===== config.mk =====
export PLATFORM = sky130hd
export DESIGN_NAME = tile_addr_router
export DESIGN_NICKNAME = d
export VERILOG_FILES = /design/src/hw/tile_map_pkg.sv /design/src/hw/tile_mem_pkg.sv /design/src/hw/tile_addr_router.sv
export SDC_FILE = /design/constraint.sdc
export NUM_CORES = 1
export LEC_CHECK = 0
export BUFFER_PORTS_ARGS = -buffer_cell sky130_fd_sc_hd__buf_2
export CELL_PAD_IN_SITES_DETAIL_PLACEMENT = 0
export CELL_PAD_IN_SITES_GLOBAL_PLACEMENT = 1
export CORE_MARGIN = 3
export CORE_UTILIZATION = 16
export DETAILED_ROUTE_END_ITERATION = 8
export PLACE_DENSITY_LB_ADDON = 0.1
export SETUP_SLACK_MARGIN = 0.1
export SYNTH_ARGS = -nofsm -noshare
export SYNTH_HDL_FRONTEND = slang
export SYNTH_SLANG_ARGS = --single-unit
export TNS_END_PERCENT = 10

===== constraint.sdc =====
create_clock -name vclk -period 2
set_input_delay 0.1 -clock vclk [all_inputs]
set_output_delay 0.1 -clock vclk [all_outputs]
set_load 0.005 [all_outputs]

===== src/hw/tile_map_pkg.sv =====
package tile_map_pkg;

  // Address map of the tile data side
  // Both windows are inclusive on both bounds

  localparam int unsigned ADDR_W = 32;  // Width of the map constants

  // L1 scratchpad window, 16 KiB at most
  localparam logic [ADDR_W-1:0] L1_ADDR_START = 32'h1000_0000;  // First L1 byte
  localparam logic [ADDR_W-1:0] L1_ADDR_END   = 32'h1000_3FFF;  // Last L1 byte

  // L2 window, leaves the tile through the l2_ port
  localparam logic [ADDR_W-1:0] L2_ADDR_START = 32'h8000_0000;  // First L2 byte
  localparam logic [ADDR_W-1:0] L2_ADDR_END   = 32'h8FFF_FFFF;  // Last L2 byte

  // Target codes carried from router to response merge
  localparam int unsigned TGT_W = 2;  // Width of a target code

  localparam logic [TGT_W-1:0] TGT_L1  = 2'd0;  // Local scratchpad
  localparam logic [TGT_W-1:0] TGT_L2  = 2'd1;  // Outside the tile
  localparam logic [TGT_W-1:0] TGT_ERR = 2'd2;  // Unmapped, answered locally

endpackage


===== src/hw/tile_mem_pkg.sv =====
package tile_mem_pkg;

  // Word and bus widths of the data side
  localparam int unsigned DATA_W = 32;           // Data word
  localparam int unsigned ADDR_W = 32;           // Byte address
  localparam int unsigned BE_W   = DATA_W / 8;   // One enable per byte

  // Scratchpad geometry, word-interleaved over the banks
  localparam int unsigned N_BANKS    = 4;                 // Bank count
  localparam int unsigned BANK_SEL_W = $clog2(N_BANKS);   // Bank index width
  localparam int unsigned BYTE_OFF_W = $clog2(BE_W);      // Byte inside a word
  localparam int unsigned ROW_FLD_W  = ADDR_W - BANK_SEL_W - BYTE_OFF_W;  // Row field

  // Offset into the L1 window
  // Router reads it flat for the range check, the scratchpad splits it
  // Consecutive words land in consecutive banks
  typedef union packed {
    logic [ADDR_W-1:0] flat;              // Byte offset from window start
    struct packed {
      logic [ROW_FLD_W-1:0]  row;         // Row inside the bank
      logic [BANK_SEL_W-1:0] bank;        // Bank index, low word bits
      logic [BYTE_OFF_W-1:0] byte_off;    // Byte lane, ignored by banks
    } fields;
  } l1_addr_u;

endpackage


===== src/hw/tile_addr_router.sv =====
`timescale 1ns/1ps

module tile_addr_router #(
  parameter int unsigned N_WORDS_BANK = 256  // Rows per scratchpad bank
) (
  input  logic                                     clk_i,
  input  logic                                     rstn_i,
  // Core data port
  input  logic                                     core_req_i,
  input  logic [tile_mem_pkg::ADDR_W-1:0]          core_addr_i,
  input  logic                                     core_we_i,
  input  logic [tile_mem_pkg::BE_W-1:0]            core_be_i,
  input  logic [tile_mem_pkg::DATA_W-1:0]          core_wdata_i,
  output logic                                     core_gnt_o,
  // Scratchpad side
  output logic                                     l1_req_o,
  output tile_mem_pkg::l1_addr_u                   l1_addr_o,
  output logic                                     l1_we_o,
  output logic [tile_mem_pkg::BE_W-1:0]            l1_be_o,
  output logic [tile_mem_pkg::DATA_W-1:0]          l1_wdata_o,
  // L2 side
  output logic                                     l2_req_o,
  output logic [tile_mem_pkg::ADDR_W-1:0]          l2_addr_o,
  output logic                                     l2_we_o,
  output logic [tile_mem_pkg::BE_W-1:0]            l2_be_o,
  output logic [tile_mem_pkg::DATA_W-1:0]          l2_wdata_o,
  input  logic                                     l2_gnt_i,
  // Accepted access, to the response merge
  output logic                                     acc_fire_o,
  output logic [tile_map_pkg::TGT_W-1:0]           acc_tgt_o,
  input  logic                                     l2_pending_i
);

  // Bytes actually backed by the banks, may be smaller than the map window
  localparam logic [tile_mem_pkg::ADDR_W-1:0] L1_SIZE =
    tile_mem_pkg::ADDR_W'(N_WORDS_BANK * tile_mem_pkg::N_BANKS * tile_mem_pkg::BE_W);

  tile_mem_pkg::l1_addr_u              l1_off;   // Offset into the L1 window
  logic                                l1_hit;   // Backed L1 address
  logic                                l2_hit;   // Inside the L2 window
  logic [tile_map_pkg::TGT_W-1:0]      tgt;      // Decoded target
  logic                                l1_sel;
  logic                                l2_sel;

  assign l1_off.flat = core_addr_i - tile_map_pkg::L1_ADDR_START;

  assign l1_hit = (core_addr_i >= tile_map_pkg::L1_ADDR_START) &&
                  (core_addr_i <= tile_map_pkg::L1_ADDR_END) &&
                  (l1_off.flat < L1_SIZE);  // Beyond the banks counts as unmapped
  assign l2_hit = (core_addr_i >= tile_map_pkg::L2_ADDR_START) &&
                  (core_addr_i <= tile_map_pkg::L2_ADDR_END);

  assign tgt = l1_hit ? tile_map_pkg::TGT_L1 :
               l2_hit ? tile_map_pkg::TGT_L2 : tile_map_pkg::TGT_ERR;

  assign l1_sel = (tgt == tile_map_pkg::TGT_L1);
  assign l2_sel = (tgt == tile_map_pkg::TGT_L2);

  // Nothing leaves while an L2 access is open, L2 also waits for its grant
  assign core_gnt_o = core_req_i && !l2_pending_i && (!l2_sel || l2_gnt_i);

  assign acc_fire_o = core_req_i && core_gnt_o;  // Handshake done this cycle
  assign acc_tgt_o  = tgt;

  // Scratchpad always grants, so the strobe is the handshake itself
  assign l1_req_o   = acc_fire_o && l1_sel;
  assign l1_addr_o  = l1_sel ? l1_off : '0;
  assign l1_we_o    = l1_sel && core_we_i;
  assign l1_be_o    = l1_sel ? core_be_i : '0;
  assign l1_wdata_o = l1_sel ? core_wdata_i : '0;

  // Held request towards L2 until l2_gnt_i
  assign l2_req_o   = core_req_i && l2_sel && !l2_pending_i;
  assign l2_addr_o  = l2_sel ? core_addr_i : '0;
  assign l2_we_o    = l2_sel && core_we_i;
  assign l2_be_o    = l2_sel ? core_be_i : '0;
  assign l2_wdata_o = l2_sel ? core_wdata_i : '0;

  // Ungranted L2 request stays up with the same address
  a_l2_req_stable: assert property (@(posedge clk_i) disable iff (!rstn_i)
    l2_req_o && !l2_gnt_i |=> l2_req_o && $stable(l2_addr_o));

endmodule


==> results of run 1 <==
critical path: stages:
cell and delay [ns]:
buf_4 0.12, nand2_4 0.05, or4_4 0.54, o31a_1 0.33
inv_2 0.08, buf_6 0.11, buf_8 0.12, clkbuf_16 0.15
and2_4 0.14, buf_6 0.08
power by group through the flow:
| stage | registers (mW) | clock network, mW | logic (mW) |
|---|---|---|---|
| finish | 0 | 0 | 0.276 |
| global route | 0 | 0 | 0.307 |
| CTS | 0 | 0 | 0.243 |
| detailed placement | 0 | 0 | 0.226 |
| global placement | 0 | 0 | 0.225 |
| floorplan | 0 | 0 | 0.111 |
placed cells by master (no fill, tap or decap), types with 2 or more instances in the layout:
| master | n |
|---|---|
| nor4_1 | 3 |
| buf_12 | 5 |
| inv_2 | 3 |
| nand3_1 | 3 |
| nand4_1 | 5 |
| buf_16 | 2 |
| buf_2 | 173 |
| ha_1 | 3 |
| conb_1 | 20 |
| nor3b_1 | 48 |
| inv_1 | 2 |
| and2_1 | 48 |
| buf_6 | 24 |
| buf_4 | 9 |
| buf_8 | 3 |
| or4_1 | 2 |
| clkbuf_16 | 2 |
| nor2_1 | 4 |
| and2_4 | 18 |
cell usage after synthesis, drive strengths merged:
cell and count:
nand3 3, o21a 1, nor2 4, buf 25, inv 5, nor4b 1, and4 1, nand2 2
conb 1, o31a 1, nor2b 1, nand4 5, nand4b 1, nor3 1, o21ai 1, a21oi 1
a2bb2oi 1, or4 3, nor3b 49, clkbuf 12, or3 1, nor4 4, and2 66, ha 4
layer usage:
layer | up-vias | track usage
met5 | - | 0
met4 | 0 | 0
met3 | 0 | 0.007819
met2 | 109 | 0.2335
met1 | 910 | 0.1569
li1 | 1015 | -
cells by family after synthesis:
logic type               Yosys count  synth area share
AND/OR/NAND/NOR                  142            0.7267
other                              1          0.002885
adder cells (fa/ha/maj)            4           0.03850
buffers and inverters             42            0.2050
AO/OA/AOI/OAI                      5           0.02695
metrics by stage:
step,std cells,instance area [um2]
after floorplan,213,1371
after global placement,483,2367
after detailed placement,483,2367
after CTS,490,2500
after global routing,496,2804
final,496,2804
how the worst max path moves through the flow:
| stage | startpoint | end | slack, ns |
|---|---|---|---|
| 2_1_floorplan | core_addr_i[29] | l2_addr_o[10] | 0.35 |
| 3_3_place_gp | core_addr_i[19] | l1_be_o[3] | 0.07 |
| 3_5_place_dp | core_addr_i[19] | l1_wdata_o[19] | 0.03 |
| 4_1_cts | core_addr_i[29] | l2_be_o[0] | 0.06 |
| 5_1_grt | core_addr_i[19] | l1_req_o | 0.007 |
| 6_report | core_addr_i[4] | l2_wdata_o[16] | 0.07 |
area by class of cell:
class | count | area (um2)
Fill cell | 865 | 5004
Multi-Input combinational cell | 171 | 1204
Inverter | 5 | 18.77
Timing Repair Buffer | 218 | 1454
Tap cell | 102 | 127.6
what timing repair did:
action	CTS	global route
pin swaps	5	18
setup buffers	5	3
gates cloned	2	3
resized for setup	10	56
setup endpoints to repair	106	109
==> impl_results.md, run 1 <==
* Status: finished, final reports clean
* Metal3 WL at 580 um
* Util after Layout at 0.3591
* Global-route wire length before repair at 9225 um
* Post-Place Worst Slack at 0.03102 ns
* Min Tclk post-route at 1.926 ns
* WL final at 6944 um
* Vias at 2034
* Psw at 0.1196 mW
* Post-synth top area share at 0.3176
* Slew Viols, Final at 0
* Logic pwr share at 1.000
* Internal power at 0.1562 mW
* Required @ worst endpoint at 1.90 ns
* Synthesis warning total at 0
* Core area at 0.007807 mm2
* VDD IR max at 31.91 uV
* DRC at 0
* Hold path depth at 3
* Worst Hold Path EP: l2_addr_o[5]
* Power Dens Cells at 98.38 mW/mm2
* Met1 WL at 2758 um
* Grt ovf at 0
* Iter 0 DRT Violations at 35
* Fin crit share at 0.9629
* Die Area at 0.009243 mm2
* Final setup margin at 0.07414 ns
* Sequential cell count at 0
* Vias in the first global route at 1805
* Leakage at 1.588 nW
* CP Capture Type: output port
* N_diodes at 0
* Max-cap violations at 0
* IO Port Bufs at 196
* Starting density of the core at 0.1665
* Routed vias/inst at 4.101
* Pin count of the biggest net entering global routing at 40
* Register Area at 0 um2
* Worst setup SP type: input pin
* Area growth syn-to-layout at 115.7%
* Kind of critical path: input pin to output port
* Routed WL per cell at 14.00 um
* Hold Crit Class: input pin to output port
* Fin nets at 474
* Detailed-placement wirelength estimate at 5218 um
* Top post-synthesis cells by area: and2_1 32%, nor3b_1 28%, buf_4 12%
* Placer Congestion at 0.6849
* Sw frac at 0.4336
* Proportion of layout cells with a drive suffix above 1 at 0.6244
* Met2 wire length at 3604 um
* Crit path max fanout at 8
* Clk_buf instances at 0
* Worst EP arrival at 1.83 ns
* Hold Slack at 0.4726 ns
* Power share of the sequential group at 0
* FP Rows at 32
* Clock power frac at 0
* Syn_area_per_cell at 6.701 um2
* Die Y at 96.14 um
* Hold_sp: core_addr_i[5]
* Pre-Repair DR Iteration Count at 4
* I/O pin total at 218
* Setup TNS at 0 ns
* Mapped Area at 0.001300 mm2
* Final count of hold timing violations at 0
* Hold-fix buffers at CTS at 0
* Cells after Synth at 194
* Cell variety after synth at 29
* F_max at 519.2 MHz
* Top Metal Used: met3
* RSZ-0062 raised after global routing: yes
* Antenna violations before repair at 0
* Final Setup Violations at 0
* Yosys top cell by area: and2_1
* GRT Overall Usage at 0.1220
* Post-synthesis sequential area ratio at 0
* ANT nets after route at 0
* Overall power at 0.2758 mW
* Die width at 96.14 um
(Power assumes the default switching activity.)
==> run 2: changes to the inputs <==
--- a/config.mk
+++ b/config.mk
@@ -11,7 +11,9 @@
 export CORE_MARGIN = 3
 export CORE_UTILIZATION = 16
 export DETAILED_ROUTE_END_ITERATION = 8
+export MAX_ROUTING_LAYER = met4
 export PLACE_DENSITY_LB_ADDON = 0.1
+export REMOVE_ABC_BUFFERS = 1
 export SETUP_SLACK_MARGIN = 0.1
 export SYNTH_ARGS = -nofsm -noshare
 export SYNTH_HDL_FRONTEND = slang
==> impl_results.md, run 2 (synthesis gave the netlist of run 1 again) <==
* Die Area at 0.009243 mm2 (unchanged)
* Fin nets at 476 (+0.42%)
* Final Setup Violations at 0 (unchanged)
* Slew Viols, Final at 0 (unchanged)
* ANT nets after route at 0 (unchanged)
* Kind of critical path: input pin to output port
* Metal3 WL at 654 um (+13%)
* Clock power frac at 0 (unchanged)
* Most frequent cells in the layout: 181 x buf_2, 57 x and2_1, 38 x nor3b_1
* Worst setup SP type: input pin
* Logic pwr share at 1.000 (about the same)
* Proportion of layout cells with a drive suffix above 1 at 0.6313 (+0.006948)
* Top Metal Used: met3
* Clk_buf instances at 0 (unchanged)
* F_max at 516.7 MHz (-0.48%)
* RSZ-0062 raised after global routing: yes
* WL final at 7533 um (+8.5%)
* Worst-margin pin slew at 0.5276 ns
* Routed vias/inst at 4.193 (+2.2%)
* Status: finished, final reports clean
* Internal power at 0.1456 mW (-6.8%)
* VDD IR max at 40.90 uV (+28%)
* Final setup margin at 0.06479 ns (-0.009343 ns)
* Footprint of the multi-input gates at 0.001242 mm2 (+3.2%)
* Routed WL per cell at 15.13 um (+8.0%)
* Power share of the sequential group at 0 (unchanged)
* Post-Place Worst Slack at -0.03436 ns (-0.06538 ns)
* Final count of hold timing violations at 0 (unchanged)
* Required @ worst endpoint at 1.90 ns (about the same)
* Vias in the first global route at 1664 (-7.8%)
* Global-route wire length before repair at 8714 um (-5.5%)
* Fin crit share at 0.9676 (+0.004672)
* Grt ovf at 0 (unchanged)
* Setup TNS at 0 ns (unchanged)
* Met1 WL at 2984 um (+8.2%)
* Worst EP arrival at 1.84 ns (about the same)
* FILL cells at 880 (+1.7%)
* Most common cell after layout, fill and taps aside: buf_2
* Antenna violations before repair at 0 (unchanged)
* Area growth syn-to-layout at 118.3%
* Crit path max fanout at 5 (-3)
* Fin cells at 498 (+0.40%)
* Psw at 0.1214 mW (+1.5%)
* Placer Congestion at 0.6885 (+0.53%)
* Hold path depth at 3 (unchanged)
* Register Area at 0 um2 (unchanged)
* Overall power at 0.2670 mW (-3.2%)
* DRC at 0 (unchanged)
* Die width at 96.14 um (unchanged)
* FP Rows at 32 (unchanged)
* Detailed-placement wirelength estimate at 5375 um (+3.0%)
* Worst Hold Path EP: l2_addr_o[14]
* Pre-Repair DR Iteration Count at 4 (unchanged)
* Inst Count DP at 484 (+0.21%)
* Min Tclk post-route at 1.935 ns (+0.009343 ns)
* Max-cap violations at 0 (unchanged)
* Sw frac at 0.4546 (+0.02103)
* Starting density of the core at 0.1665 (unchanged)
* I/O pin total at 218 (unchanged)
* Met2 wire length at 3894 um (+8.0%)
* Iter 0 DRT Violations at 30 (-14%)
* Die Y at 96.14 um (unchanged)
* Core area at 0.007807 mm2 (unchanged)
* Hold_sp: core_addr_i[14]
* Hold Crit Class: input pin to output port
* Sequential cell count at 0 (unchanged)
* Pin count of the biggest net entering global routing at 41 (+2.5%)
* N_diodes at 0 (unchanged)
* CP Capture Type: output port
* GRT Overall Usage at 0.1199 (-0.002077)
* Hold-fix buffers at CTS at 0 (unchanged)
* Vias at 2088 (+2.7%)
* Power Dens Cells at 94.09 mW/mm2 (-4.4%)
* IO Port Bufs at 196 (unchanged)
* Leakage at 1.599 nW (+0.73%)
* Worst slew margin at 0.6450
run 2: changes by cell type in the layout (fill, tap and decap cells not counted), sizes merged:
cell | previous run | this run
buf | 216 | 213
clkbuf | 2 | 6
clkinv | 0 | 1
run 2: layer usage:
layer	global-route usage	vias to the layer above
li1	-	1029
met1	0.1431	941
met2	0.2254	118
met3	0.01642	0
met4	0	0
met5	-	-
run 2: repair_timing:
action | CTS | global route
buffers inserted | 0 | 5
gates cloned | 0 | 9
setup endpoints to repair | 67 | 117
pin swaps | 1 | 15
gates resized for setup | 2 | 58
run 2: worst max-delay path by stage:
stage / from / endpoint / slack [ns]
6_report: core_addr_i[14] / acc_tgt_o[1] / 0.06
5_1_grt: core_addr_i[14] / l1_req_o / -0.03
4_1_cts: core_addr_i[19] / l1_req_o / 0.06
3_5_place_dp: core_addr_i[19] / l1_wdata_o[19] / -0.03
3_3_place_gp: core_addr_i[19] / l1_wdata_o[19] / -0.002
2_1_floorplan: core_addr_i[29] / acc_tgt_o[1] / -0.76
run 2: final cells by class:
class,count,share of cell area
timing repair inverter,1,0.002205
multi-input combinational,171,0.4378
inverter,5,0.008377
timing repair buffer,219,0.5066
tap,102,0.04497
run 2: through the flow:
step,util,hold WS [ns],cell area (um2)
floorplan,-,0.3103,1124
global placement,0.3026,0.4774,2362
detailed placement,0.3026,0.4800,2362
CTS,0.3038,0.4800,2372
global route,0.3635,0.4976,2838
finish,0.3635,0.4762,2838
run 2: critical path, cell delays in order:
cell	delay, ns
buf_6	0.10
or4_4	0.53
nor4_4	0.24
nand4_1	0.15
buf_6	0.17
buf_6	0.13
buf_6	0.13
o21a_1	0.16
buf_2	0.12
run 2: power groups by stage:
| stage | Combinational [mW] | Sequential, mW | Clock (mW) |
|---|---|---|---|
| detailed placement | 0.224 | 0 | 0 |
| global placement | 0.221 | 0 | 0 |
| finish | 0.267 | 0 | 0 |
| CTS | 0.225 | 0 | 0 |
| global route | 0.297 | 0 | 0 |
| floorplan | 0.0734 | 0 | 0 |
