File: config.mk
export PLATFORM = sky130hd
export DESIGN_NAME = tile_rsp_merge
export DESIGN_NICKNAME = d
export VERILOG_FILES = /design/src/hw/tile_map_pkg.sv /design/src/hw/tile_mem_pkg.sv /design/src/hw/tile_rsp_merge.sv
export SDC_FILE = /design/constraint.sdc
export NUM_CORES = 1
export LEC_CHECK = 0
export BUFFER_PORTS_ARGS = -buffer_cell sky130_fd_sc_hd__clkbuf_2
export CAP_MARGIN = 20
export CORE_MARGIN = 3
export CORE_UTILIZATION = 38
export CTS_BUF_LIST = sky130_fd_sc_hd__clkbuf_8
export CTS_CLUSTER_DIAMETER = 50
export DETAILED_ROUTE_END_ITERATION = 12
export HOLD_SLACK_MARGIN = 0.05
export PLACE_DENSITY_LB_ADDON = 0.1
export SKIP_CTS_REPAIR_TIMING = 1
export SLEW_MARGIN = 40
export SYNTH_ARGS = -nofsm -noshare
export SYNTH_HDL_FRONTEND = slang
export SYNTH_SLANG_ARGS = --single-unit
File: constraint.sdc
create_clock -name clk_i -period 2.15 [get_ports clk_i]
set_input_delay 0.215 -clock clk_i [delete_from_list [all_inputs] [get_ports clk_i]]
set_output_delay 0.215 -clock clk_i [all_outputs]
set_load 0.02 [all_outputs]
File: src/hw/tile_map_pkg.sv
package tile_map_pkg;

  // Address map of the tile data side
  // Both windows are inclusive on both bounds

  localparam int unsigned ADDR_W = 32;  // Width of the map constants

  // L1 scratchpad window, 16 KiB at most
  localparam logic [ADDR_W-1:0] L1_ADDR_START = 32'h1000_0000;  // First L1 byte
  localparam logic [ADDR_W-1:0] L1_ADDR_END   = 32'h1000_3FFF;  // Last L1 byte

  // L2 window, leaves the tile through the l2_ port
  localparam logic [ADDR_W-1:0] L2_ADDR_START = 32'h8000_0000;  // First L2 byte
  localparam logic [ADDR_W-1:0] L2_ADDR_END   = 32'h8FFF_FFFF;  // Last L2 byte

  // Target codes carried from router to response merge
  localparam int unsigned TGT_W = 2;  // Width of a target code

  localparam logic [TGT_W-1:0] TGT_L1  = 2'd0;  // Local scratchpad
  localparam logic [TGT_W-1:0] TGT_L2  = 2'd1;  // Outside the tile
  localparam logic [TGT_W-1:0] TGT_ERR = 2'd2;  // Unmapped, answered locally

endpackage

File: src/hw/tile_mem_pkg.sv
package tile_mem_pkg;

  // Word and bus widths of the data side
  localparam int unsigned DATA_W = 32;           // Data word
  localparam int unsigned ADDR_W = 32;           // Byte address
  localparam int unsigned BE_W   = DATA_W / 8;   // One enable per byte

  // Scratchpad geometry, word-interleaved over the banks
  localparam int unsigned N_BANKS    = 4;                 // Bank count
  localparam int unsigned BANK_SEL_W = $clog2(N_BANKS);   // Bank index width
  localparam int unsigned BYTE_OFF_W = $clog2(BE_W);      // Byte inside a word
  localparam int unsigned ROW_FLD_W  = ADDR_W - BANK_SEL_W - BYTE_OFF_W;  // Row field

  // Offset into the L1 window
  // Router reads it flat for the range check, the scratchpad splits it
  // Consecutive words land in consecutive banks
  typedef union packed {
    logic [ADDR_W-1:0] flat;              // Byte offset from window start
    struct packed {
      logic [ROW_FLD_W-1:0]  row;         // Row inside the bank
      logic [BANK_SEL_W-1:0] bank;        // Bank index, low word bits
      logic [BYTE_OFF_W-1:0] byte_off;    // Byte lane, ignored by banks
    } fields;
  } l1_addr_u;

endpackage

File: src/hw/tile_rsp_merge.sv
`timescale 1ns/1ps

module tile_rsp_merge (
  input  logic                              clk_i,
  input  logic                              rstn_i,
  // Accepted access from the router
  input  logic                              acc_fire_i,
  input  logic [tile_map_pkg::TGT_W-1:0]    acc_tgt_i,
  // Scratchpad response
  input  logic                              l1_rvalid_i,
  input  logic [tile_mem_pkg::DATA_W-1:0]   l1_rdata_i,
  // L2 response
  input  logic                              l2_rvalid_i,
  input  logic [tile_mem_pkg::DATA_W-1:0]   l2_rdata_i,
  input  logic                              l2_err_i,
  output logic                              l2_pending_o,  // Stalls the router
  // Core response
  output logic                              core_rvalid_o,
  output logic [tile_mem_pkg::DATA_W-1:0]   core_rdata_o,
  output logic                              core_err_o
);

  logic                             rsp_vld_q;   // One-cycle response due now
  logic [tile_map_pkg::TGT_W-1:0]   rsp_tgt_q;   // Its target, L1 or error
  logic                             l2_pend_q;   // L2 access granted, not answered
  logic                             sel_l1;
  logic                             sel_err;
  logic                             sel_l2;

  // L1 and error accesses answer exactly one cycle after the grant
  always_ff @(posedge clk_i or negedge rstn_i) begin
    if (!rstn_i) begin
      rsp_vld_q <= 1'b0;
      rsp_tgt_q <= tile_map_pkg::TGT_L1;
    end else begin
      rsp_vld_q <= acc_fire_i && (acc_tgt_i != tile_map_pkg::TGT_L2);
      if (acc_fire_i) rsp_tgt_q <= acc_tgt_i;
    end
  end

  // Open from the L2 grant until its rvalid
  always_ff @(posedge clk_i or negedge rstn_i) begin
    if (!rstn_i)                                            l2_pend_q <= 1'b0;
    else if (l2_rvalid_i)                                   l2_pend_q <= 1'b0;
    else if (acc_fire_i && acc_tgt_i == tile_map_pkg::TGT_L2) l2_pend_q <= 1'b1;
  end

  assign l2_pending_o = l2_pend_q;

  assign sel_l1  = rsp_vld_q && (rsp_tgt_q == tile_map_pkg::TGT_L1) && l1_rvalid_i;
  assign sel_err = rsp_vld_q && (rsp_tgt_q == tile_map_pkg::TGT_ERR);
  assign sel_l2  = l2_pend_q && l2_rvalid_i;  // Passed through in the same cycle

  assign core_rvalid_o = sel_l1 || sel_err || sel_l2;
  assign core_rdata_o  = sel_l1 ? l1_rdata_i :
                         sel_l2 ? l2_rdata_i : '0;  // Error returns zero
  assign core_err_o    = sel_err || (sel_l2 && l2_err_i);

  // No L2 answer without an open L2 access
  a_l2_rsp_expected: assert property (@(posedge clk_i) disable iff (!rstn_i)
    l2_rvalid_i |-> l2_pending_o);

endmodule

==> out/metrics.cfg, run 1 <==
[outcome]
outcome=finished clean

[cts]
cts.sinks=4
cts-root-buf=clkbuf_8
worstSkewPairLatency_ns=0.21
clk_pin_slew_worst_paths_ns=0.03
numCtsBuffers=3
cts_tree=yes
cts_buffer_depth=2
h-tree-depth=1

[route]
ant_nets=0
num_vias=1113
drt_first_pass_iters=4
drt_iter0_markers=28
wl_um=2920
drc_errors=0
routed_via_density=5.04
routedWlPerCell_um=13.2

[critical_path]
worstSetupPathType=reg2out
end_kind=output port
critPathRequiredTime_ns=1.93
startpoint_type=register
worst-path-max-fanout=18
reg2reg_depth=2
cp.arrival_ns=1.59

[synth]
synth_area_um2=950
mappedNetlistNets=163
seq_area_frac_synth=0.105
synth-seq-cells=4
ys_types=14
avgSynthCellArea_um2=10.4
synthCells=91
yosys_warnings=0

[layout]
area_growth_pct=57.3
fill_cells=212
final_util=0.650
final_nets=267
final_cell_count_no_fill=221
layout-drive-gt1-share=0.762
diodes=0

[sta]
rsz0062_at_grt=no
hold_viol_final=0
setup_viol=0
timing.hold.ws_ns=0.237
final.setup.tns_ns=0
finalMaxSlewViolations=0
period_needed_ns=1.80
tightest_slew_ns=0.474
fmax_mhz=554
final.period_utilization=0.839
max_slew_margin=0.684
fin_worst_skew_ns=0

[global_routing]
grt_pass1_vias=1184
grt_max_degree=37
antenna_found_initial=0
grt_use_total=0.187
grt_pass1_wl_um=4880
overflow=0

[worst_hold_path]
whs_path_depth=2
hp-class=in2reg

[die]
core.rowCount=17
dieArea_um2=3130
core_um2=2300
start_util=0.413
die_h_um=56.0
ios=107
die_width_um=56.0

[placed_design]
dp_cells=217
io_buffers=106
gp_congestion=0.773
hpwl_um=2410

[pwr]
leakagePower_nw=1.06
vdd_drop_max_mv=0.345
p_per_area_nw_per_um2=303

[flow_run]
drv_cap=0

## state kept, by name, summed over array words and instances (netlist names)
register / cells
rsp_vld_q: 1
l2_pending_o: 1
rsp_tgt_q: 2
## per-stage QoR
step,instance area [um^2],total power (W),setup WS (ns)
global placement,1440,0.000294,0.548
CTS,1480,0.000456,0.231
finish,1490,0.000453,0.345
floorplan,950,0.000208,0.761
detailed placement,1440,0.000300,0.456
global route,1490,0.000489,0.278
## cells in the final DEF (no fill, tap or decap)
cell type	n
and3_1	32
a21oi_1	1
nand2_1	2
dlygate4sd3_1	1
clkbuf_8	3
inv_1	2
a21boi_0	1
nand3b_1	2
nand3_1	2
dfrtp_2	1
nand4bb_2	1
mux2_2	5
mux2_4	29
buf_4	2
dfrtp_1	3
clkbuf_2	106
## worst paths after layout
kind / startpoint / endpoint / slack [ns]
max in group asynchronous: rstn_i / l2_pending_o$_DFFE_PN0P_ / 1.66
max reg2reg: l2_pending_o$_DFFE_PN0P_ / l2_pending_o$_DFFE_PN0P_ / 1.22
min: acc_tgt_i[0] / rsp_vld_q$_DFF_PN0_ / 0.24
min reg2reg: rsp_tgt_q[0]$_DFFE_PN0P_ / rsp_tgt_q[0]$_DFFE_PN0P_ / 0.55
max: rsp_tgt_q[0]$_DFFE_PN0P_ / core_rdata_o[15] / 0.35
min in group asynchronous: rstn_i / rsp_tgt_q[1]$_DFFE_PN0P_ / 0.35
## critical path, cell delays in order, from the launching register on
cell	delay, ns
dfrtp_1	0.38
nand4bb_2	0.25
buf_4	0.25
mux2_4	0.33
clkbuf_2	0.16
## final cells by class
type / instances / area, um^2 / area share
Inverter: 2 / 7.51 / 0.00503
Clock buffer: 3 / 41.3 / 0.0276
Timing Repair Buffer: 109 / 556 / 0.372
Sequential cell: 4 / 101 / 0.0678
Tap cell: 28 / 35.0 / 0.0235
Multi-Input combinational cell: 75 / 753 / 0.504
## cells in the mapped netlist
master / n / area (um^2)
nand2_1: 2 / 7.51
nand4bb_1: 1 / 11.3
nand3b_1: 2 / 15.0
inv_1: 2 / 7.51
clkbuf_1: 6 / 22.5
and3_1: 32 / 200
buf_12: 3 / 60.1
buf_6: 1 / 11.3
a21oi_1: 1 / 5.00
mux2_4: 29 / 435
mux2_2: 5 / 56.3
nand3_1: 2 / 10.0
a21boi_0: 1 / 7.51
dfrtp_1: 4 / 100
## metal layers
layer  global-route usage  part of all wire
met4               0.0610             0.015
met5                    0                 0
met3               0.0580              0.12
met1                0.179              0.35
met2                0.369              0.51
## cell families after synthesis
group / after synthesis / share of synthesized area
AOI/OAI and AO/OA: 2 / 0.0132
buffers and inverters: 12 / 0.107
DFF: 4 / 0.105
muxes: 34 / 0.518
and+or+nand+nor: 39 / 0.257
## report_power, final
part	leakage, nW	switching [W]	internal (W)	total, W
combinational	0.991	0.0000921	0.000114	0.000206
clock	0.0216	0.0000355	0.000119	0.000154
sequential	0.0477	0.0000109	0.0000819	0.0000928
total	1.06	0.000138	0.000315	0.000453
Power figures use the tool's default switching activity.
==> run 2: changes to the inputs <==
--- a/config.mk
+++ b/config.mk
@@ -5,10 +5,11 @@
 export SDC_FILE = /design/constraint.sdc
 export NUM_CORES = 1
 export LEC_CHECK = 0
+export ABC_AREA = 1
 export BUFFER_PORTS_ARGS = -buffer_cell sky130_fd_sc_hd__clkbuf_2
 export CAP_MARGIN = 20
 export CORE_MARGIN = 3
-export CORE_UTILIZATION = 38
+export CORE_UTILIZATION = 35
 export CTS_BUF_LIST = sky130_fd_sc_hd__clkbuf_8
 export CTS_CLUSTER_DIAMETER = 50
 export DETAILED_ROUTE_END_ITERATION = 12
==> constraint.sdc (replaced) <==
create_clock -name clk_i -period 1.8 [get_ports clk_i]
set_input_delay 0.18 -clock clk_i [delete_from_list [all_inputs] [get_ports clk_i]]
set_output_delay 0.18 -clock clk_i [all_outputs]
set_load 0.02 [all_outputs]
==> run 2 against run 1 <==
  * Utilization decreased by 1.3 points
  * Critical path depth rose by 1
  * Register-to-register slack got worse by 0.10 ns
  * Clock skew unchanged
  * Setup slack got worse by 0.21 ns
  * Combinational power grew 26%
  * Cell count grew 48%
  * Synthesized cell count increased by 120%
  * First-iteration DRC count up 120%
  * Power grew 22%
  * Largest power group unchanged
==> out/metrics.cfg, run 2 <==
[layout]
most-common-layout-cells=106 x clkbuf_2, 68 x nand2_1, 37 x inv_1
top_register=rsp_tgt_q
largest_reg_flops=2  ; unchanged
area_growth_pct=62.9
final_util=0.637  ; -0.0133
final_common_cell=clkbuf_2
diodes=0  ; unchanged
layout-drive-gt1-share=0.391  ; -0.370
final_nets=373  ; +40%

[cts]
cts_tree=yes
numCtsBuffers=3  ; unchanged
cts-root-buf=clkbuf_8
h-tree-depth=1  ; unchanged
cts.sinks=4  ; unchanged
cts_buffer_depth=2  ; unchanged
worstSkewPairLatency_ns=0.22  ; about the same
clk_pin_slew_worst_paths_ns=0.03  ; about the same

[critical_path]
r2r_start=rsp_tgt_q[1]$_DFFE_PN0P_
cp.arrival_ns=1.49  ; -0.10 ns
worstSetupPathType=reg2out
startpoint_type=register
critPathRequiredTime_ns=1.62  ; -0.31 ns
worst-path-max-fanout=33  ; +15
startpoint=rsp_tgt_q[0]$_DFFE_PN0P_
end_kind=output port

[route]
ant_nets=0  ; unchanged
drc_errors=0  ; unchanged
routed_via_density=4.40  ; -13%
drt_iter0_markers=61  ; +120%
drt_first_pass_iters=4  ; unchanged
num_vias=1439  ; +29%
routedWlPerCell_um=9.51  ; -28%
wl_um=3110  ; +6.4%

[global_routing]
overflow=0  ; unchanged
grt_pass1_wl_um=5020  ; +3.0%
antenna_found_initial=0  ; unchanged
grt_use_total=0.181  ; -0.00628
grt_max_degree=34  ; -8.1%
grt_pass1_vias=1218  ; +2.9%

[synth]
yosysMostFrequentCell=nand2_1
avgSynthCellArea_um2=4.71  ; -55%
ys.flop_type=dfrtp_1
yosys_warnings=0  ; unchanged
synth-seq-cells=4  ; unchanged
ys_types=12  ; -2
synthArstFlopShare=1.00  ; unchanged
synth_area_leader_cell=nand2_1
synthCells=196  ; +120%
yosysTopAreaCellShare=0.276  ; -0.182
synth_area_um2=923  ; -2.8%
seq_area_frac_synth=0.108  ; +0.00300
yosys-top-cells-count=68 x nand2_1, 37 x inv_1, 35 x nand3_1
synth_edf_count=0  ; unchanged
mappedNetlistNets=268  ; +64%
synth_area_leaders=nand2_1 28%, nand3_1 19%, inv_1 15%, nor2_1 13%, dfrtp_1 11%

[placed_design]
gp_congestion=0.807  ; +4.4%
dpl_worst_slack_ns=0.332  ; -0.123 ns
io_buffers=106  ; unchanged
hpwl_um=2450  ; +1.8%

[sta]
max_slew_margin=0.782  ; +0.0983
tightest_slew_ns=0.326  ; -0.148 ns
setup_viol=0  ; unchanged
setup_slack_ns=0.130  ; -0.215 ns
period_needed_ns=1.67
final.setup.tns_ns=0  ; unchanged
hold_viol_final=0  ; unchanged
final.period_utilization=0.928
timing.hold.ws_ns=0.147  ; -0.0899 ns
finalMaxSlewViolations=0  ; unchanged
rsz0062_at_grt=no
fmax_mhz=599
fin_worst_skew_ns=0  ; unchanged

[die]
dieArea_um2=3290  ; +5.0%
core.rowCount=17  ; unchanged
die_h_um=57.4  ; +2.5%
start_util=0.391  ; -0.0223
ios=107  ; unchanged
die_width_um=57.4  ; +2.5%
core_um2=2360  ; +2.8%

[flow_run]
drv_cap=0  ; unchanged

[pwr]
vdd_drop_max_mv=0.495  ; +44%
p_per_area_nw_per_um2=368  ; +21%
leakagePower_nw=1.12  ; +6.0%

[worst_hold_path]
hp-class=in2reg
min_from=l2_rvalid_i

[outcome]
outcome=finished clean

==> run 2: path summary, 6_finish.rpt <==
check,slack [ns],end,cells past startpoint
hold reg to reg,0.56,rsp_tgt_q[0]$_DFFE_PN0P_,2
setup reg to reg,1.12,rsp_tgt_q[1]$_DFFE_PN0P_,2
max in group asynchronous,1.37,rsp_vld_q$_DFF_PN0_,2
setup / recovery,0.13,core_rvalid_o,5
min in group asynchronous,0.31,rsp_tgt_q[0]$_DFFE_PN0P_,2
hold / removal,0.15,l2_pending_o$_DFFE_PN0P_,2
==> run 2: through the flow <==
stage / total power (W) / cell area (um^2) / std cells
2_1_floorplan: 0.000243 / 923 / 196
3_3_place_gp: 0.000361 / 1450 / 323
3_5_place_dp: 0.000363 / 1450 / 323
4_1_cts: 0.000557 / 1490 / 326
5_1_grt: 0.000600 / 1500 / 327
6_report: 0.000553 / 1500 / 327
==> run 2: cells by family (layout without fill, tap and decap cells) <==
logic type / after synthesis / count (layout) / synth area share
AO/OA/AOI/OAI: 4 / 4 / 0.0244
flip-flops: 4 / 4 / 0.108
AND/OR/NAND/NOR: 139 / 139 / 0.631
buffers and inverters: 49 / 152 / 0.236
==> run 2: cell type report <==
class | instances | area (um^2)
Timing Repair Buffer | 112 | 578
Sequential cell | 4 | 100
Inverter | 37 | 139
Clock buffer | 3 | 41.3
Fill cell | 268 | 857
Tap cell | 28 | 35.0
Multi-Input combinational cell | 143 | 611
==> run 2: where the power goes <==
group	internal [W]	leakage [nW]	switching (W)	total, W
sequential	0.0000972	0.0491	0.00000599	0.000103
clock	0.000143	0.0216	0.0000474	0.000190
combinational	0.000111	1.05	0.000149	0.000260
total	0.000351	1.12	0.000202	0.000553
==> run 2: routing by layer <==
metal / track usage / part of all wire / vias up
met5: 0 / 0 / -
met4: 0.0596 / 0.012 / 0
met3: 0.0339 / 0.097 / 5
met2: 0.318 / 0.48 / 64
met1: 0.218 / 0.42 / 584
li1: - / - / 786
==> run 2: critical path: stages (launching register included) <==
cell and delay (ns):
dfrtp_1 0.39, nor2_4 0.14, buf_4 0.33, nand2_1 0.13, nand3_1 0.10, clkbuf_2 0.17
==> run 3: changes to the inputs <==
--- a/config.mk
+++ b/config.mk
@@ -10,7 +10,7 @@
 export CAP_MARGIN = 20
 export CORE_MARGIN = 3
 export CORE_UTILIZATION = 35
-export CTS_BUF_LIST = sky130_fd_sc_hd__clkbuf_8
+export CTS_BUF_LIST = sky130_fd_sc_hd__clkbuf_4
 export CTS_CLUSTER_DIAMETER = 50
 export DETAILED_ROUTE_END_ITERATION = 12
 export HOLD_SLACK_MARGIN = 0.05
==> run 3 against run 2 <==
  * Combinational power hardly changed
  * Fmax is 4.3% higher
  * Wire length is 1.1% lower
  * Critical endpoint unchanged
  * Largest cell class unchanged
  * Highest routed layer unchanged
==> out/metrics.cfg, run 3 (synthesized netlist as in run 2, its figures left out) <==
[pwr]
clkPwrFrac=0.234  ; -0.109
pwr-share-comb=0.549  ; +0.079
p_sw_w=0.000192  ; -5.2%
vdd_drop_max_mv=0.469  ; -5.3%
p_per_area_nw_per_um2=319  ; -13%
power.internal_w=0.000284  ; -19%
switching_share=0.403  ; +0.0375
leakagePower_nw=1.12  ; -0.61%
pwr-share-seq=0.217  ; +0.030

[worst_hold_path]
hp-class=in2reg

[placed_design]
gp_congestion=0.807  ; unchanged
io_buffers=106  ; unchanged
hpwl_um=2450  ; unchanged

[critical_path]
critPathRequiredTime_ns=1.62  ; about the same
r2r_start=rsp_tgt_q[1]$_DFFE_PN0P_
startpoint=rsp_tgt_q[0]$_DFFE_PN0P_
reg2reg_depth=2  ; unchanged
reg2reg_slack_ns=1.12  ; about the same
rr_endpoint=rsp_tgt_q[1]$_DFFE_PN0P_
worst-path-max-fanout=33  ; unchanged
critPathCapture=core_rvalid_o
worstSetupPathType=reg2out
end_kind=output port
cp.arrival_ns=1.42  ; -0.07 ns
startpoint_type=register

[route]
num_vias=1435  ; -0.28%
ant_nets=0  ; unchanged
routedWlPerCell_um=9.40  ; -1.1%
drc_errors=0  ; unchanged
drt_first_pass_iters=4  ; unchanged
wl_um=3070  ; -1.1%
drt_iter0_markers=53  ; -13%
routed_via_density=4.39  ; -0.28%

[global_routing]
antenna_found_initial=0  ; unchanged
grt_pass1_wl_um=4970  ; -1.1%
grt_pass1_vias=1221  ; +0.25%
grt_use_total=0.177  ; -0.00368
grt_max_degree=34  ; unchanged
overflow=0  ; unchanged

[cts]
h-tree-depth=1  ; unchanged
cts-root-buf=clkbuf_4
worstSkewPairLatency_ns=0.23  ; about the same
cts_tree=yes
clk_pin_slew_worst_paths_ns=0.04  ; about the same
cts_buffer_depth=2  ; unchanged
cts.sinks=4  ; unchanged
numCtsBuffers=3  ; unchanged

[sta]
final.period_utilization=0.889  ; -0.0384
hold_viol_final=0  ; unchanged
rsz0062_at_grt=no
setup_viol=0  ; unchanged
period_needed_ns=1.60  ; -0.0690 ns
timing.hold.ws_ns=0.130  ; -0.0177 ns
tightest_slew_ns=0.323  ; -0.00299 ns
finalMaxSlewViolations=0  ; unchanged
max_slew_margin=0.784  ; +0.00200
fin_worst_skew_ns=0  ; unchanged
final.setup.tns_ns=0  ; unchanged
fmax_mhz=625  ; +4.3%

[layout]
largest_reg_flops=2  ; unchanged
final_nets=373  ; unchanged
seq_area_um2=100  ; unchanged
fill_cells=273  ; +1.9%
multi_input_area_um2=611  ; unchanged
final_common_cell=clkbuf_2
area_growth_pct=61.2
top_register=rsp_tgt_q
diodes=0  ; unchanged
layout-drive-gt1-share=0.391  ; unchanged
most-common-layout-cells=106 x clkbuf_2, 68 x nand2_1, 37 x inv_1

[die]
die_width_um=57.4  ; unchanged
dieArea_um2=3290  ; unchanged
core_um2=2360  ; unchanged
core.rowCount=17  ; unchanged
ios=107  ; unchanged
die_h_um=57.4  ; unchanged
start_util=0.391  ; unchanged

[flow_run]
drv_cap=0  ; unchanged

[outcome]
outcome=finished clean

[run 3: cell count changes in the layout (fill, tap and decap cells not counted)]
| cell | change |
|---|---|
| clkbuf_4 | +3 |
| buf_6 | +1 |
| clkbuf_8 | -3 |
| buf_4 | -1 |
[run 3: power groups by stage]
stage | logic, W | clock network, W | registers, W
final | 0.000261 | 0.000111 | 0.000103
after global routing | 0.000292 | 0.000121 | 0.000104
after CTS | 0.000259 | 0.000113 | 0.000103
after detailed placement | 0.000258 | 0 | 0.000104
after global placement | 0.000257 | 0 | 0.000104
after floorplan | 0.000138 | 0 | 0.000105
[run 3: final cells by class]
class | count | area share
clock buffers | 3 | 0.0151
well taps | 28 | 0.0235
repair buffers | 112 | 0.391
multi-input cells | 143 | 0.410
flip-flops and latches | 4 | 0.0672
inverters | 37 | 0.0933
[run 3: worst min-delay path by stage]
stage / endpoint / startpoint / cells after the start / slack (ns)
floorplan: l2_pending_o$_DFFE_PN0P_ / rstn_i / 0 / -0.12
global placement: l2_pending_o$_DFFE_PN0P_ / rstn_i / 1 / -0.009
detailed placement: l2_pending_o$_DFFE_PN0P_ / rstn_i / 1 / -0.009
CTS: l2_pending_o$_DFFE_PN0P_ / rstn_i / 1 / -0.26
global route: l2_pending_o$_DFFE_PN0P_ / l2_rvalid_i / 2 / 0.14
finish: l2_pending_o$_DFFE_PN0P_ / l2_rvalid_i / 2 / 0.13
[run 3: worst max-delay path: stages, from the launching register on]
cell and delay [ns]:
dfrtp_1 0.40, nor2_4 0.15, buf_6 0.26, nand2_1 0.11, nand3_1 0.09, clkbuf_2 0.17
[run 3: through the flow]
step / cells / setup WS [ns] / util / cell area (um^2) / total power, W
floorplan: 196 / 0.542 / - / 923 / 0.000243
global placement: 323 / 0.349 / 0.613 / 1450 / 0.000361
detailed placement: 323 / 0.332 / 0.613 / 1450 / 0.000363
CTS: 326 / 0.0791 / 0.623 / 1470 / 0.000476
global route: 327 / 0.0736 / 0.631 / 1490 / 0.000518
finish: 327 / 0.199 / 0.631 / 1490 / 0.000476
[run 3: per-layer routing]
layer | global-route usage | up-vias | part of all wire
li1 | - | 785 | -
met1 | 0.217 | 584 | 0.41
met2 | 0.316 | 64 | 0.49
met3 | 0.0339 | 2 | 0.099
met4 | 0.0397 | 0 | 0.0068
met5 | 0 | - | 0
